$ cat src/xt_io_map_pkg.sv
// I/O and memory map constants for the XT peripheral glue
// Bus widths, port bases and EMS frame segments

package xt_io_map_pkg;

    // Bus widths
    localparam int ADDR_W         = 20;
    localparam int DATA_W         = 8;
    localparam int IO_DECODE_BITS = 10;

    // Legacy chip selects in the first 256 ports, 32 ports each
    localparam int LEGACY_CS_COUNT = 5;

    // EMS page registers at 260h..263h
    localparam logic [IO_DECODE_BITS-1:0] EMS_PORT_BASE = 10'h260;

    // Parallel data port, decoded on an 8-port boundary
    localparam logic [IO_DECODE_BITS-1:0] LPT_PORT_BASE = 10'h378;
    localparam int                        LPT_SPAN_W    = 3;

    // EMS windows of 16 KB each
    localparam int EMS_BANKS  = 4;
    localparam int EMS_BANK_W = $clog2(EMS_BANKS);
    localparam int EMS_PAGE_W = 7;

    // Top address bits of the EMS frame choices
    localparam int                   EMS_SEG_W = 4;
    localparam logic [EMS_SEG_W-1:0] EMS_SEG_A = 4'hA;
    localparam logic [EMS_SEG_W-1:0] EMS_SEG_C = 4'hC;
    localparam logic [EMS_SEG_W-1:0] EMS_SEG_D = 4'hD;

endpackage

$ cat src/xt_ctrl_pkg.sv
// Control definitions for the XT peripheral glue
// Read source selector and EMS command values

package xt_ctrl_pkg;

    import xt_io_map_pkg::*;

    // Device driving the chipset read data
    typedef enum logic [1:0] {
        RD_NONE = 2'd0,
        RD_EMS  = 2'd1,
        RD_LPT  = 2'd2
    } read_src_e;

    // EMS register write values
    localparam logic [DATA_W-1:0]     EMS_CMD_UNMAP     = 8'hFF;
    localparam logic [DATA_W-1:0]     EMS_MAP_LIMIT     = 8'h80;
    localparam logic [EMS_PAGE_W-1:0] EMS_UNMAPPED_PAGE = 7'h7F;

    // Read value of a disabled EMS bank
    localparam logic [DATA_W-1:0] IDLE_READ = 8'hFF;

    // Parallel port latch after reset
    localparam logic [DATA_W-1:0] LPT_RESET_DATA = 8'hFF;

endpackage

$ cat src/io_decoder.sv
// I/O port decoder
// Legacy chip selects, EMS and LPT write strobes, read source select

module io_decoder import xt_io_map_pkg::*, xt_ctrl_pkg::*; (
    input  logic              clock,
    input  logic              reset,
    input  logic [ADDR_W-1:0] address_i,
    input  logic              aen_n_i,
    input  logic              io_read_n_i,
    input  logic              io_write_n_i,
    input  logic              ems_enable_i,
    output logic              dma_cs_n_o,
    output logic              pic_cs_n_o,
    output logic              pit_cs_n_o,
    output logic              ppi_cs_n_o,
    output logic              dma_page_cs_n_o,
    output logic              ems_wr_o,
    output logic              lpt_wr_o,
    output read_src_e         read_src_o
);

    logic [IO_DECODE_BITS-1:0]  port;
    logic                       legacy_space;
    logic [LEGACY_CS_COUNT-1:0] cs_n;
    logic                       ems_sel;
    logic                       lpt_sel;

    assign port = address_i[IO_DECODE_BITS-1:0];

    // First 256 ports, CPU owns the bus
    assign legacy_space = ~aen_n_i && (port[IO_DECODE_BITS-1:8] == '0);

    // 32-port groups from bits 7..5, only the first five are used
    always_comb begin
        cs_n = '1;
        if (legacy_space && (port[7:5] < LEGACY_CS_COUNT)) begin
            cs_n[port[7:5]] = 1'b0;
        end
    end

    assign dma_cs_n_o      = cs_n[0];
    assign pic_cs_n_o      = cs_n[1];
    assign pit_cs_n_o      = cs_n[2];
    assign ppi_cs_n_o      = cs_n[3];
    assign dma_page_cs_n_o = cs_n[4];

    // Board-level ports
    assign ems_sel = ~aen_n_i && ems_enable_i &&
        (port[IO_DECODE_BITS-1:EMS_BANK_W] == EMS_PORT_BASE[IO_DECODE_BITS-1:EMS_BANK_W]);
    assign lpt_sel = ~aen_n_i &&
        (port[IO_DECODE_BITS-1:LPT_SPAN_W] == LPT_PORT_BASE[IO_DECODE_BITS-1:LPT_SPAN_W]);

    // Level strobes, held for the whole write cycle
    assign ems_wr_o = ems_sel && ~io_write_n_i;
    assign lpt_wr_o = lpt_sel && ~io_write_n_i;

    always_comb begin
        read_src_o = RD_NONE;
        if (~io_read_n_i) begin
            if (ems_sel) begin
                read_src_o = RD_EMS;
            end else if (lpt_sel) begin
                read_src_o = RD_LPT;
            end
        end
    end

    // External chips must never see two selects at once
    a_legacy_cs_onehot: assert property (
        @(posedge clock) disable iff (reset) $onehot0(~cs_n)
    ) else $error("more than one legacy chip select active: %b", cs_n);

endmodule

$ cat src/ems_mapper.sv
// EMS page mapping registers
// Write rules, 16 KB window hit detection and register readback

module ems_mapper import xt_io_map_pkg::*, xt_ctrl_pkg::*; (
    input  logic                  clock,
    input  logic                  reset,
    input  logic [ADDR_W-1:0]     address_i,
    input  logic [DATA_W-1:0]     data_i,
    input  logic                  ems_wr_i,
    input  logic [1:0]            ems_base_sel_i,
    output logic [EMS_BANKS-1:0]  ems_bank_hit_o,
    output logic [EMS_PAGE_W-1:0] ems_page_o,
    output logic [DATA_W-1:0]     ems_rd_data_o
);

    localparam int WIN_W = EMS_SEG_W + EMS_BANK_W;

    logic [EMS_PAGE_W-1:0] page_q [EMS_BANKS];
    logic [EMS_BANKS-1:0]  enable_q;
    logic [EMS_BANK_W-1:0] bank_sel;
    logic [EMS_SEG_W-1:0]  frame;
    logic [WIN_W-1:0]      window_addr;

    // Register index from the low port bits
    assign bank_sel = address_i[EMS_BANK_W-1:0];

    always_ff @(posedge clock or posedge reset) begin
        if (reset) begin
            for (int i = 0; i < EMS_BANKS; i++) begin
                page_q[i] <= '0;
            end
            enable_q <= '0;
        end else if (ems_wr_i) begin
            if (data_i == EMS_CMD_UNMAP) begin
                page_q[bank_sel]   <= EMS_UNMAPPED_PAGE;
                enable_q[bank_sel] <= 1'b0;
            end else if (data_i < EMS_MAP_LIMIT) begin
                page_q[bank_sel]   <= data_i[EMS_PAGE_W-1:0];
                enable_q[bank_sel] <= 1'b1;
            end
            // 80h..FEh are ignored
        end
    end

    // Frame segment A000h, C000h or D000h
    always_comb begin
        case (ems_base_sel_i)
            2'd0:    frame = EMS_SEG_A;
            2'd1:    frame = EMS_SEG_C;
            default: frame = EMS_SEG_D;
        endcase
    end

    assign window_addr = address_i[ADDR_W-1 -: WIN_W];

    for (genvar b = 0; b < EMS_BANKS; b++) begin : g_hit
        assign ems_bank_hit_o[b] = enable_q[b] &&
            (window_addr == {frame, EMS_BANK_W'(b)});
    end

    // Page of the hitting bank, zero on a miss
    always_comb begin
        ems_page_o = '0;
        for (int i = 0; i < EMS_BANKS; i++) begin
            if (ems_bank_hit_o[i]) begin
                ems_page_o = page_q[i];
            end
        end
    end

    assign ems_rd_data_o = enable_q[bank_sel] ?
        {{(DATA_W - EMS_PAGE_W){1'b0}}, page_q[bank_sel]} : IDLE_READ;

    a_bank_hit_onehot: assert property (
        @(posedge clock) disable iff (reset) $onehot0(ems_bank_hit_o)
    ) else $error("several EMS banks hit: %b", ems_bank_hit_o);

endmodule

$ cat src/kbd_sync.sv
// Keyboard hand-off into the system clock domain
// Scancode and IRQ synchronizer, reset request pulse, PS/2 clock inhibit

module kbd_sync import xt_io_map_pkg::*; (
    input  logic              clock,
    input  logic              reset,
    input  logic [DATA_W-1:0] kbd_keycode_i,
    input  logic              kbd_irq_i,
    input  logic              ps2_reset_n_i,
    output logic [DATA_W-1:0] kbd_port_a_o,
    output logic              kbd_irq_o,
    output logic              kbd_reset_req_o,
    output logic              ps2_clock_o
);

    logic [DATA_W-1:0] keycode_q;
    logic              irq_q;
    logic              reset_n_q;
    logic              reset_n_d;
    logic              reset_rise;

    // Two register stages for scancode and IRQ
    always_ff @(posedge clock or posedge reset) begin
        if (reset) begin
            keycode_q    <= '0;
            kbd_port_a_o <= '0;
            irq_q        <= 1'b0;
            kbd_irq_o    <= 1'b0;
        end else begin
            keycode_q    <= kbd_keycode_i;
            kbd_port_a_o <= keycode_q;
            irq_q        <= kbd_irq_i;
            kbd_irq_o    <= irq_q;
        end
    end

    // Keyboard reset line starts out released
    always_ff @(posedge clock or posedge reset) begin
        if (reset) begin
            reset_n_q       <= 1'b1;
            reset_n_d       <= 1'b1;
            kbd_reset_req_o <= 1'b0;
        end else begin
            reset_n_q       <= ps2_reset_n_i;
            reset_n_d       <= reset_n_q;
            kbd_reset_req_o <= reset_rise;
        end
    end

    assign reset_rise = reset_n_q & ~reset_n_d;

    // Hold the keyboard off while a code is pending or reset is held
    always_ff @(posedge clock or posedge reset) begin
        if (reset) begin
            ps2_clock_o <= 1'b1;
        end else begin
            ps2_clock_o <= ~(kbd_irq_i | ~ps2_reset_n_i);
        end
    end

    a_reset_req_pulse: assert property (
        @(posedge clock) disable iff (reset) kbd_reset_req_o |=> !kbd_reset_req_o
    ) else $error("keyboard reset request held longer than one cycle");

endmodule

$ cat src/bus_readback.sv
// Parallel port data latch
// Chipset read data multiplexer

module bus_readback import xt_io_map_pkg::*, xt_ctrl_pkg::*; (
    input  logic              clock,
    input  logic              reset,
    input  logic [DATA_W-1:0] data_i,
    input  logic              lpt_wr_i,
    input  read_src_e         read_src_i,
    input  logic [DATA_W-1:0] ems_rd_data_i,
    output logic [DATA_W-1:0] data_o,
    output logic              data_valid_o,
    output logic [DATA_W-1:0] lpt_data_o
);

    // LPT data register, loaded on every edge of the write strobe
    always_ff @(posedge clock or posedge reset) begin
        if (reset) begin
            lpt_data_o <= LPT_RESET_DATA;
        end else if (lpt_wr_i) begin
            lpt_data_o <= data_i;
        end
    end

    // Read data, same cycle as the strobe
    always_comb begin
        case (read_src_i)
            RD_EMS: begin
                data_o       = ems_rd_data_i;
                data_valid_o = 1'b1;
            end
            RD_LPT: begin
                data_o       = lpt_data_o;
                data_valid_o = 1'b1;
            end
            default: begin
                data_o       = '0;
                data_valid_o = 1'b0;
            end
        endcase
    end

endmodule

$ cat src/xt_peripherals.sv
// XT peripheral board I/O and memory glue
// Port decoder, EMS mapper, keyboard hand-off and chipset readback

module xt_peripherals import xt_io_map_pkg::*, xt_ctrl_pkg::*; (
    input  logic                  clock,
    input  logic                  reset,
    // System bus
    input  logic [ADDR_W-1:0]     address_i,
    input  logic                  aen_n_i,
    input  logic                  io_read_n_i,
    input  logic                  io_write_n_i,
    input  logic [DATA_W-1:0]     data_i,
    output logic [DATA_W-1:0]     data_o,
    output logic                  data_valid_o,
    // Legacy chip selects
    output logic                  dma_cs_n_o,
    output logic                  pic_cs_n_o,
    output logic                  pit_cs_n_o,
    output logic                  ppi_cs_n_o,
    output logic                  dma_page_cs_n_o,
    // EMS
    input  logic                  ems_enable_i,
    input  logic [1:0]            ems_base_sel_i,
    output logic [EMS_BANKS-1:0]  ems_bank_hit_o,
    output logic [EMS_PAGE_W-1:0] ems_page_o,
    // Parallel port
    output logic [DATA_W-1:0]     lpt_data_o,
    // Keyboard
    input  logic [DATA_W-1:0]     kbd_keycode_i,
    input  logic                  kbd_irq_i,
    input  logic                  ps2_reset_n_i,
    output logic [DATA_W-1:0]     kbd_port_a_o,
    output logic                  kbd_irq_o,
    output logic                  kbd_reset_req_o,
    output logic                  ps2_clock_o
);

    logic              ems_wr;
    logic              lpt_wr;
    read_src_e         read_src;
    logic [DATA_W-1:0] ems_rd_data;

    io_decoder i_io_decoder (
        .clock           (clock),
        .reset           (reset),
        .address_i       (address_i),
        .aen_n_i         (aen_n_i),
        .io_read_n_i     (io_read_n_i),
        .io_write_n_i    (io_write_n_i),
        .ems_enable_i    (ems_enable_i),
        .dma_cs_n_o      (dma_cs_n_o),
        .pic_cs_n_o      (pic_cs_n_o),
        .pit_cs_n_o      (pit_cs_n_o),
        .ppi_cs_n_o      (ppi_cs_n_o),
        .dma_page_cs_n_o (dma_page_cs_n_o),
        .ems_wr_o        (ems_wr),
        .lpt_wr_o        (lpt_wr),
        .read_src_o      (read_src)
    );

    ems_mapper i_ems_mapper (
        .clock          (clock),
        .reset          (reset),
        .address_i      (address_i),
        .data_i         (data_i),
        .ems_wr_i       (ems_wr),
        .ems_base_sel_i (ems_base_sel_i),
        .ems_bank_hit_o (ems_bank_hit_o),
        .ems_page_o     (ems_page_o),
        .ems_rd_data_o  (ems_rd_data)
    );

    kbd_sync i_kbd_sync (
        .clock           (clock),
        .reset           (reset),
        .kbd_keycode_i   (kbd_keycode_i),
        .kbd_irq_i       (kbd_irq_i),
        .ps2_reset_n_i   (ps2_reset_n_i),
        .kbd_port_a_o    (kbd_port_a_o),
        .kbd_irq_o       (kbd_irq_o),
        .kbd_reset_req_o (kbd_reset_req_o),
        .ps2_clock_o     (ps2_clock_o)
    );

    bus_readback i_bus_readback (
        .clock         (clock),
        .reset         (reset),
        .data_i        (data_i),
        .lpt_wr_i      (lpt_wr),
        .read_src_i    (read_src),
        .ems_rd_data_i (ems_rd_data),
        .data_o        (data_o),
        .data_valid_o  (data_valid_o),
        .lpt_data_o    (lpt_data_o)
    );

endmodule

$ cat config.mk
export PLATFORM = sky130hd
export DESIGN_NAME = xt_peripherals
export DESIGN_NICKNAME = d
export VERILOG_FILES = /design/src/xt_io_map_pkg.sv /design/src/xt_ctrl_pkg.sv /design/src/io_decoder.sv /design/src/ems_mapper.sv /design/src/kbd_sync.sv /design/src/bus_readback.sv /design/src/xt_peripherals.sv
export SDC_FILE = /design/constraint.sdc
export NUM_CORES = 1
export LEC_CHECK = 0
export BUFFER_PORTS_ARGS = -buffer_cell sky130_fd_sc_hd__buf_2
export CORE_MARGIN = 2
export CORE_UTILIZATION = 48
export CTS_BUF_LIST = sky130_fd_sc_hd__clkbuf_2 sky130_fd_sc_hd__clkbuf_4 sky130_fd_sc_hd__clkbuf_8
export DETAILED_ROUTE_END_ITERATION = 6
export PLACE_DENSITY = 0.9
export SLEW_MARGIN = 25
export SYNTH_ARGS = -nofsm -noshare
export SYNTH_HDL_FRONTEND = slang
export SYNTH_SLANG_ARGS = --single-unit
$ cat constraint.sdc
create_clock -name clock -period 2 [get_ports clock]
set_clock_uncertainty 0.1 [all_clocks]
set_input_delay 0.2 -clock clock [delete_from_list [all_inputs] [get_ports clock]]
set_output_delay 0.2 -clock clock [all_outputs]
set_load 0.005 [all_outputs]
* Word-level counts from Yosys, hierarchy flattened
Index checks and enable logic that the tools add are counted.
Storage, ports and cells: register bits after elaboration 62, input port bits 46, output and inout port bits 44, word-level logic and storage cells 92
Cells by class: magnitude comparators 8, eq/ne operators 10, mux-type cells 28, bitwise operators 13, reduce and logical (&&, ||, !) cells 19
Operators with widths (number):
- $mux W28 | 2
- $mux W7 | 7
- $bwmux W28 | 1
- $or A28 B28 Y28 | 1
- $eq A6 B6 Y1 | 4
- $eq A8 B8 Y1 const B | 2
- $pmux W8 S2 | 1
- $bmux W7 S2 | 1
- $demux W7 S2 | 1
- $logic_and A1 B1 Y1 | 14
- $lt A8 B8 Y1 const B | 1
- $mux W4 | 2
- $mux W8 | 1
- $eq A7 B7 Y1 const B | 1
- $mux W2 | 3
- $pmux W3 S2 | 1
- $mux W5 | 1
- $not A1 Y1 | 5
- $not A5 Y5 | 1
- $and A4 B4 Y4 | 1
- $eq A2 B1 Y1 const B | 2
- $logic_not A2 Y1 | 2
- $lt A3 B4 Y1 const B | 1
- $mux W1 | 4
- 18 further kinds | 18

* Longest topological paths before layout
word-level depth 8, gate-level depth with buffers 8, mapped depth without buffers 7

* Cells and area by module
Synthesis repeated with hierarchy kept, for this count alone.
Second synthesis, totals: cell total of the unflattened synthesis 257, area, all modules 3110.5 um^2
By module, submodules not included:
- ems_mapper | instances 1, cells an instance 172, area each 1918.1 um^2, sequential area each 800.8 um^2
- kbd_sync | instances 1, cells an instance 25, area each 585.6 um^2, sequential area each 554.3 um^2
- bus_readback | instances 1, cells an instance 42, area each 486.7 um^2, sequential area each 210.2 um^2
- io_decoder | instances 1, cells an instance 18, area each 120.1 um^2, sequential area each 0.0 um^2

* Worst setup path before layout
No wires, ideal clock.
path kind input to output, start point input port aen_n_i, end point output port data_o[2], arrival 1.677 ns, setup slack 0.023 ns, cell stages on the path 7, path buffers 1, cells stage by stage nand4bb_1 -> nor3b_1 -> nand3_1 -> ha_1 -> nor2b_1 -> clkbuf_1 -> a22o_1
Between the ends: word-level cells in the longest chain between the ends 7, elaborated cells between the ends (all ways) 10
RTL lines:
- start: declaration | line xt_peripherals.sv:9 | input logic aen_n_i,
- $not A1 Y1 (*) | line io_decoder.sv:48, io_decoder.sv:50
- $logic_and A1 B1 Y1 (on tied branches) | line io_decoder.sv:50, io_decoder.sv:48
- $mux W2 / $logic_and A1 B1 Y1 (equally long branches) | line io_decoder.sv:62, io_decoder.sv:48
- $mux W2 (*) | line io_decoder.sv:60 | if (ems_sel) begin
- $mux W2 (*) | line io_decoder.sv:59 | if (~io_read_n_i) begin
- $eq A2 B2 Y1 / $eq A2 B1 Y1 (equally long branches) | line bus_readback.sv:27 | case (read_src_i)
- $pmux W8 S2 (*) | line bus_readback.sv:27
- end: declaration | line xt_peripherals.sv:13 | output logic [DATA_W-1:0] data_o,
Mark *: on every way between the ends. The rest lies on a longest branch, timed or not.

* Worst setup path in the final report
Same ends and word-level chain as after synthesis.

==> metrics.md <==
| Metric | Value |
|---|---|
| Setup TNS | `-0.855 ns` |
| Synth Area per Inst | `13.9 um^2` |
| Row Count | `28` |
| Crit path depth | `11` |
| Deepest clock path buffer count | `2` |
| DR pass1 iterations | `4` |
| Post-DR wirelength/cell | `18.6 um` |
| I/O Buffers | `85` |
| Rel. slew slack | `0.603` |
| Final Core Density | `0.683` |
| Routability cong. | `0.813` |
| Worst-Margin Slew | `0.594 ns` |
| Worst Path Required | `1.70 ns` |
| Largest net degree at the start of global routing | `29` |
| Crit Path Class | `in -> out` |
| Drc violations | `0` |
| Area grow syn2layout | `38.7%` |
| CTS tree | `built` |
| GRT Overall Usage | `0.243` |
| H-Tree Depth | `3` |
| RSZ-0062 raised after global routing | `true` |
| R2R Setup Slk | `1.00 ns` |
| Failing checks | `setup timing` |
| Share of layout cells above drive strength 1 | `0.615` |
| Netlist cell types | `40` |
| First-pass GRT wire length | `11600 um` |
| DR top layer | `met4` |
| Top cells by count, synth | `dfrtp_1, mux2_2, a22oi_1, dfstp_2, nand2b_1` |
| Part of the cycle the worst path needs | `1.07` |
| Largest cells by area after synthesis | `dfrtp_1, mux2_2, dfstp_2` |
| Die ar. | `6680 um^2` |
| DP HPWL | `5060 um` |
| Most common cell in the netlist | `dfrtp_1` |
| Most used DFF post-synth | `dfrtp_1` |
| Largest stage delay, worst path | `0.23 ns` |
| YS warnings | `0` |
| Worst setup path end | `data_o[2]` |
| Share of the synthesized area in the top cell type | `0.440` |
| Metal-1 WL | `2870 um` |
| Static Leak | `0.00194 uW` |
| Mapped cell area | `2900 um^2` |
| Antenna violations before repair | `0` |
| Skew-Pair Late Insertion Delay | `0.34 ns` |
| VDD IR max | `0.597 mV` |
| Total via count in the routed design | `2348` |
| Status | `finished, violations left` |
| Sink Count | `62` |
| CTS clock-pin slew for the worst setup and hold paths | `0.06 ns` |
| Core box area | `5890 um^2` |
| Initial Utilization | `0.493` |
| I/O pins | `90` |
| Maximum fanout along the worst path | `6` |
| Asr flop ratio synth | `1.00` |
| Sequential area share after synthesis | `0.540` |
| Number of global-route vias before repair | `2477` |
| CP Launch Point | `aen_n_i` |
| Fmax | `0.467 GHz` |
| Worst path slowest cell | `nand4bb_4` |
| Root Driver | `clkbuf_8` |
| Met3 wire length | `540 um` |
| Worst Setup End Kind | `output pin` |
| Total of max-cap violations | `0` |
| Number of flops mapped to enable cells by yosys | `0` |
| # diodes | `0` |
| Met2 Routed Length | `4110 um` |
| Worst Hold Launch | `data_i[7]` |
| Via density per instance | `5.69` |
| Die X | `81.7 um` |
| WP buf/inv | `5` |
| Synthesized flop and latch total | `62` |
| Pwr Density | `688 nW/um^2` |
| # setup viols final | `8` |
| Syn Inst Count | `209` |
| Most used cell, CP | `buf_6` |
| Mapped Nets | `257` |
| Hold WC Path Type | `in -> reg` |
| Post-DRT Antenna Nets | `0` |
| Total gr overflow | `0` |
| Minimum clock period | `2.14 ns` |
| Final wirelength | `7660 um` |
| Worst R2R Path Depth | `2` |
| Count of final hold-check violations | `0` |
| Cell taking the most area after synthesis | `dfrtp_1` |
| DRT iter0 DRCs | `106` |
| Num CTS Buffers | `9` |
| Critical Path Start Type | `input pin` |
| Kind of cell adding the most delay to the critical path | `simple AND/OR/NAND/NOR gates` |
| Die H | `81.7 um` |
| Nets | `381` |
| Critical path, cell by cell | `buf_6, nand4bb_4, nor3b_4, nand4_1, inv_2, ha_4, buf_6, nor2b_1, buf_4, a22o_1, buf_2` |
| Slew Viols, Final | `0` |
| Final worst slack | `-0.139 ns` |
| Worst EP arrival | `1.84 ns` |
==> layout make-up <==
cell class,count,area [um^2]
fillers,409,1860
well taps,75,93.8
multi-input cells,137,1380
clock inverters,5,81.3
flip-flops and latches,62,1570
clock buffers,11,145
repair buffers,119,737
inverters,4,15.0
==> report_power, final <==
group | switching (uW) | internal, uW
Sequential | 13.5 | 1290
Combinational | 113 | 105
Clock | 488 | 751
==> layer usage <==
layer / vias to the layer above / GRT usage
met5: - / 0
met4: 0 / 0.105
met3: 16 / 0.0813
met2: 94 / 0.438
met1: 1193 / 0.258
li1: 1045 / -
==> worst min path at each step <==
stage               depth (start not counted)                            to  slack, ns
CTS                                         2  i_bus_readback.lpt_data_o[7]       0.02
global route                                2  i_bus_readback.lpt_data_o[7]       0.05
finish                                      2  i_bus_readback.lpt_data_o[7]       0.04
global placement                            2       i_kbd_sync.keycode_q[0]       0.19
floorplan                                   0          i_kbd_sync.reset_n_q       0.10
detailed placement                          2       i_kbd_sync.keycode_q[0]       0.20
==> through the flow <==
stage	hold slack, ns	setup WS, ns	cell area, um^2	total power (uW)	instances
2_1_floorplan	0.104	0.0230	2900	1400	209
3_3_place_gp	0.193	-0.331	3560	1510	383
3_5_place_dp	0.203	-0.426	3560	1520	383
4_1_cts	0.0194	-0.153	4000	2790	414
5_1_grt	0.0453	-0.215	4020	2870	413
6_report	0.0392	-0.139	4020	2760	413
==> flip-flops by register name, indices dropped and copies added, names as in the netlist, named ones only <==
| signal | cells |
|---|---|
| i_kbd_sync.reset_n_q | 1 |
| i_kbd_sync.kbd_reset_req_o | 1 |
| i_kbd_sync.ps2_clock_o | 1 |
| i_kbd_sync.kbd_port_a_o | 8 |
| i_kbd_sync.kbd_irq_o | 1 |
| i_bus_readback.lpt_data_o | 8 |
| i_kbd_sync.keycode_q | 8 |
| i_kbd_sync.reset_n_d | 1 |
| i_kbd_sync.irq_q | 1 |
| i_ems_mapper.page_q | 28 |
==> placed cells by master (no fill, tap or decap), types with 2 or more instances in the layout <==
master         count
bufinv_16          2
inv_2              3
buf_4             21
clkbuf_8          10
nand3_2            2
nand2_1            4
nand4b_4           2
a22o_1             6
nor2b_1            7
mux2_2            40
buf_2             83
dlygate4sd3_1     11
nand3b_1           3
dfrtp_1           51
nand3_1            2
dfstp_2           11
nand2b_1           8
a22oi_1           12
o21ai_0            2
a21oi_1            6
nand4_1            4
mux4_2             8
buf_6              3
nor3_1             2
nor4_1             2
nor2_1             3
==> cells by family (layout without fill, tap and decap cells) <==
kind of cell,after synthesis,after routing,share of synthesized area
adder cells (fa/ha/maj),2,2,0.00863
multiplexers,48,48,0.218
flip-flops,62,62,0.540
buffers and inverters,10,139,0.0134
AO/OA/AOI/OAI,31,31,0.0760
AND/OR/NAND/NOR,56,56,0.145
==> timing repair <==
action / 4_1_cts / 5_1_grt
buffers inserted: 4 / 0
hold endpoints to repair: 36 / 0
endpoints found under the setup margin: 8 / 15
resized for setup: 14 / 8
pin swaps: 11 / 9
hold buffers: 11 / 0
==> worst reg2reg max path: stages (launching register included) <==
cell     delay, ns
dfrtp_1       0.38
buf_4         0.14
mux2_2        0.26
(Power assumes the default switching activity.)
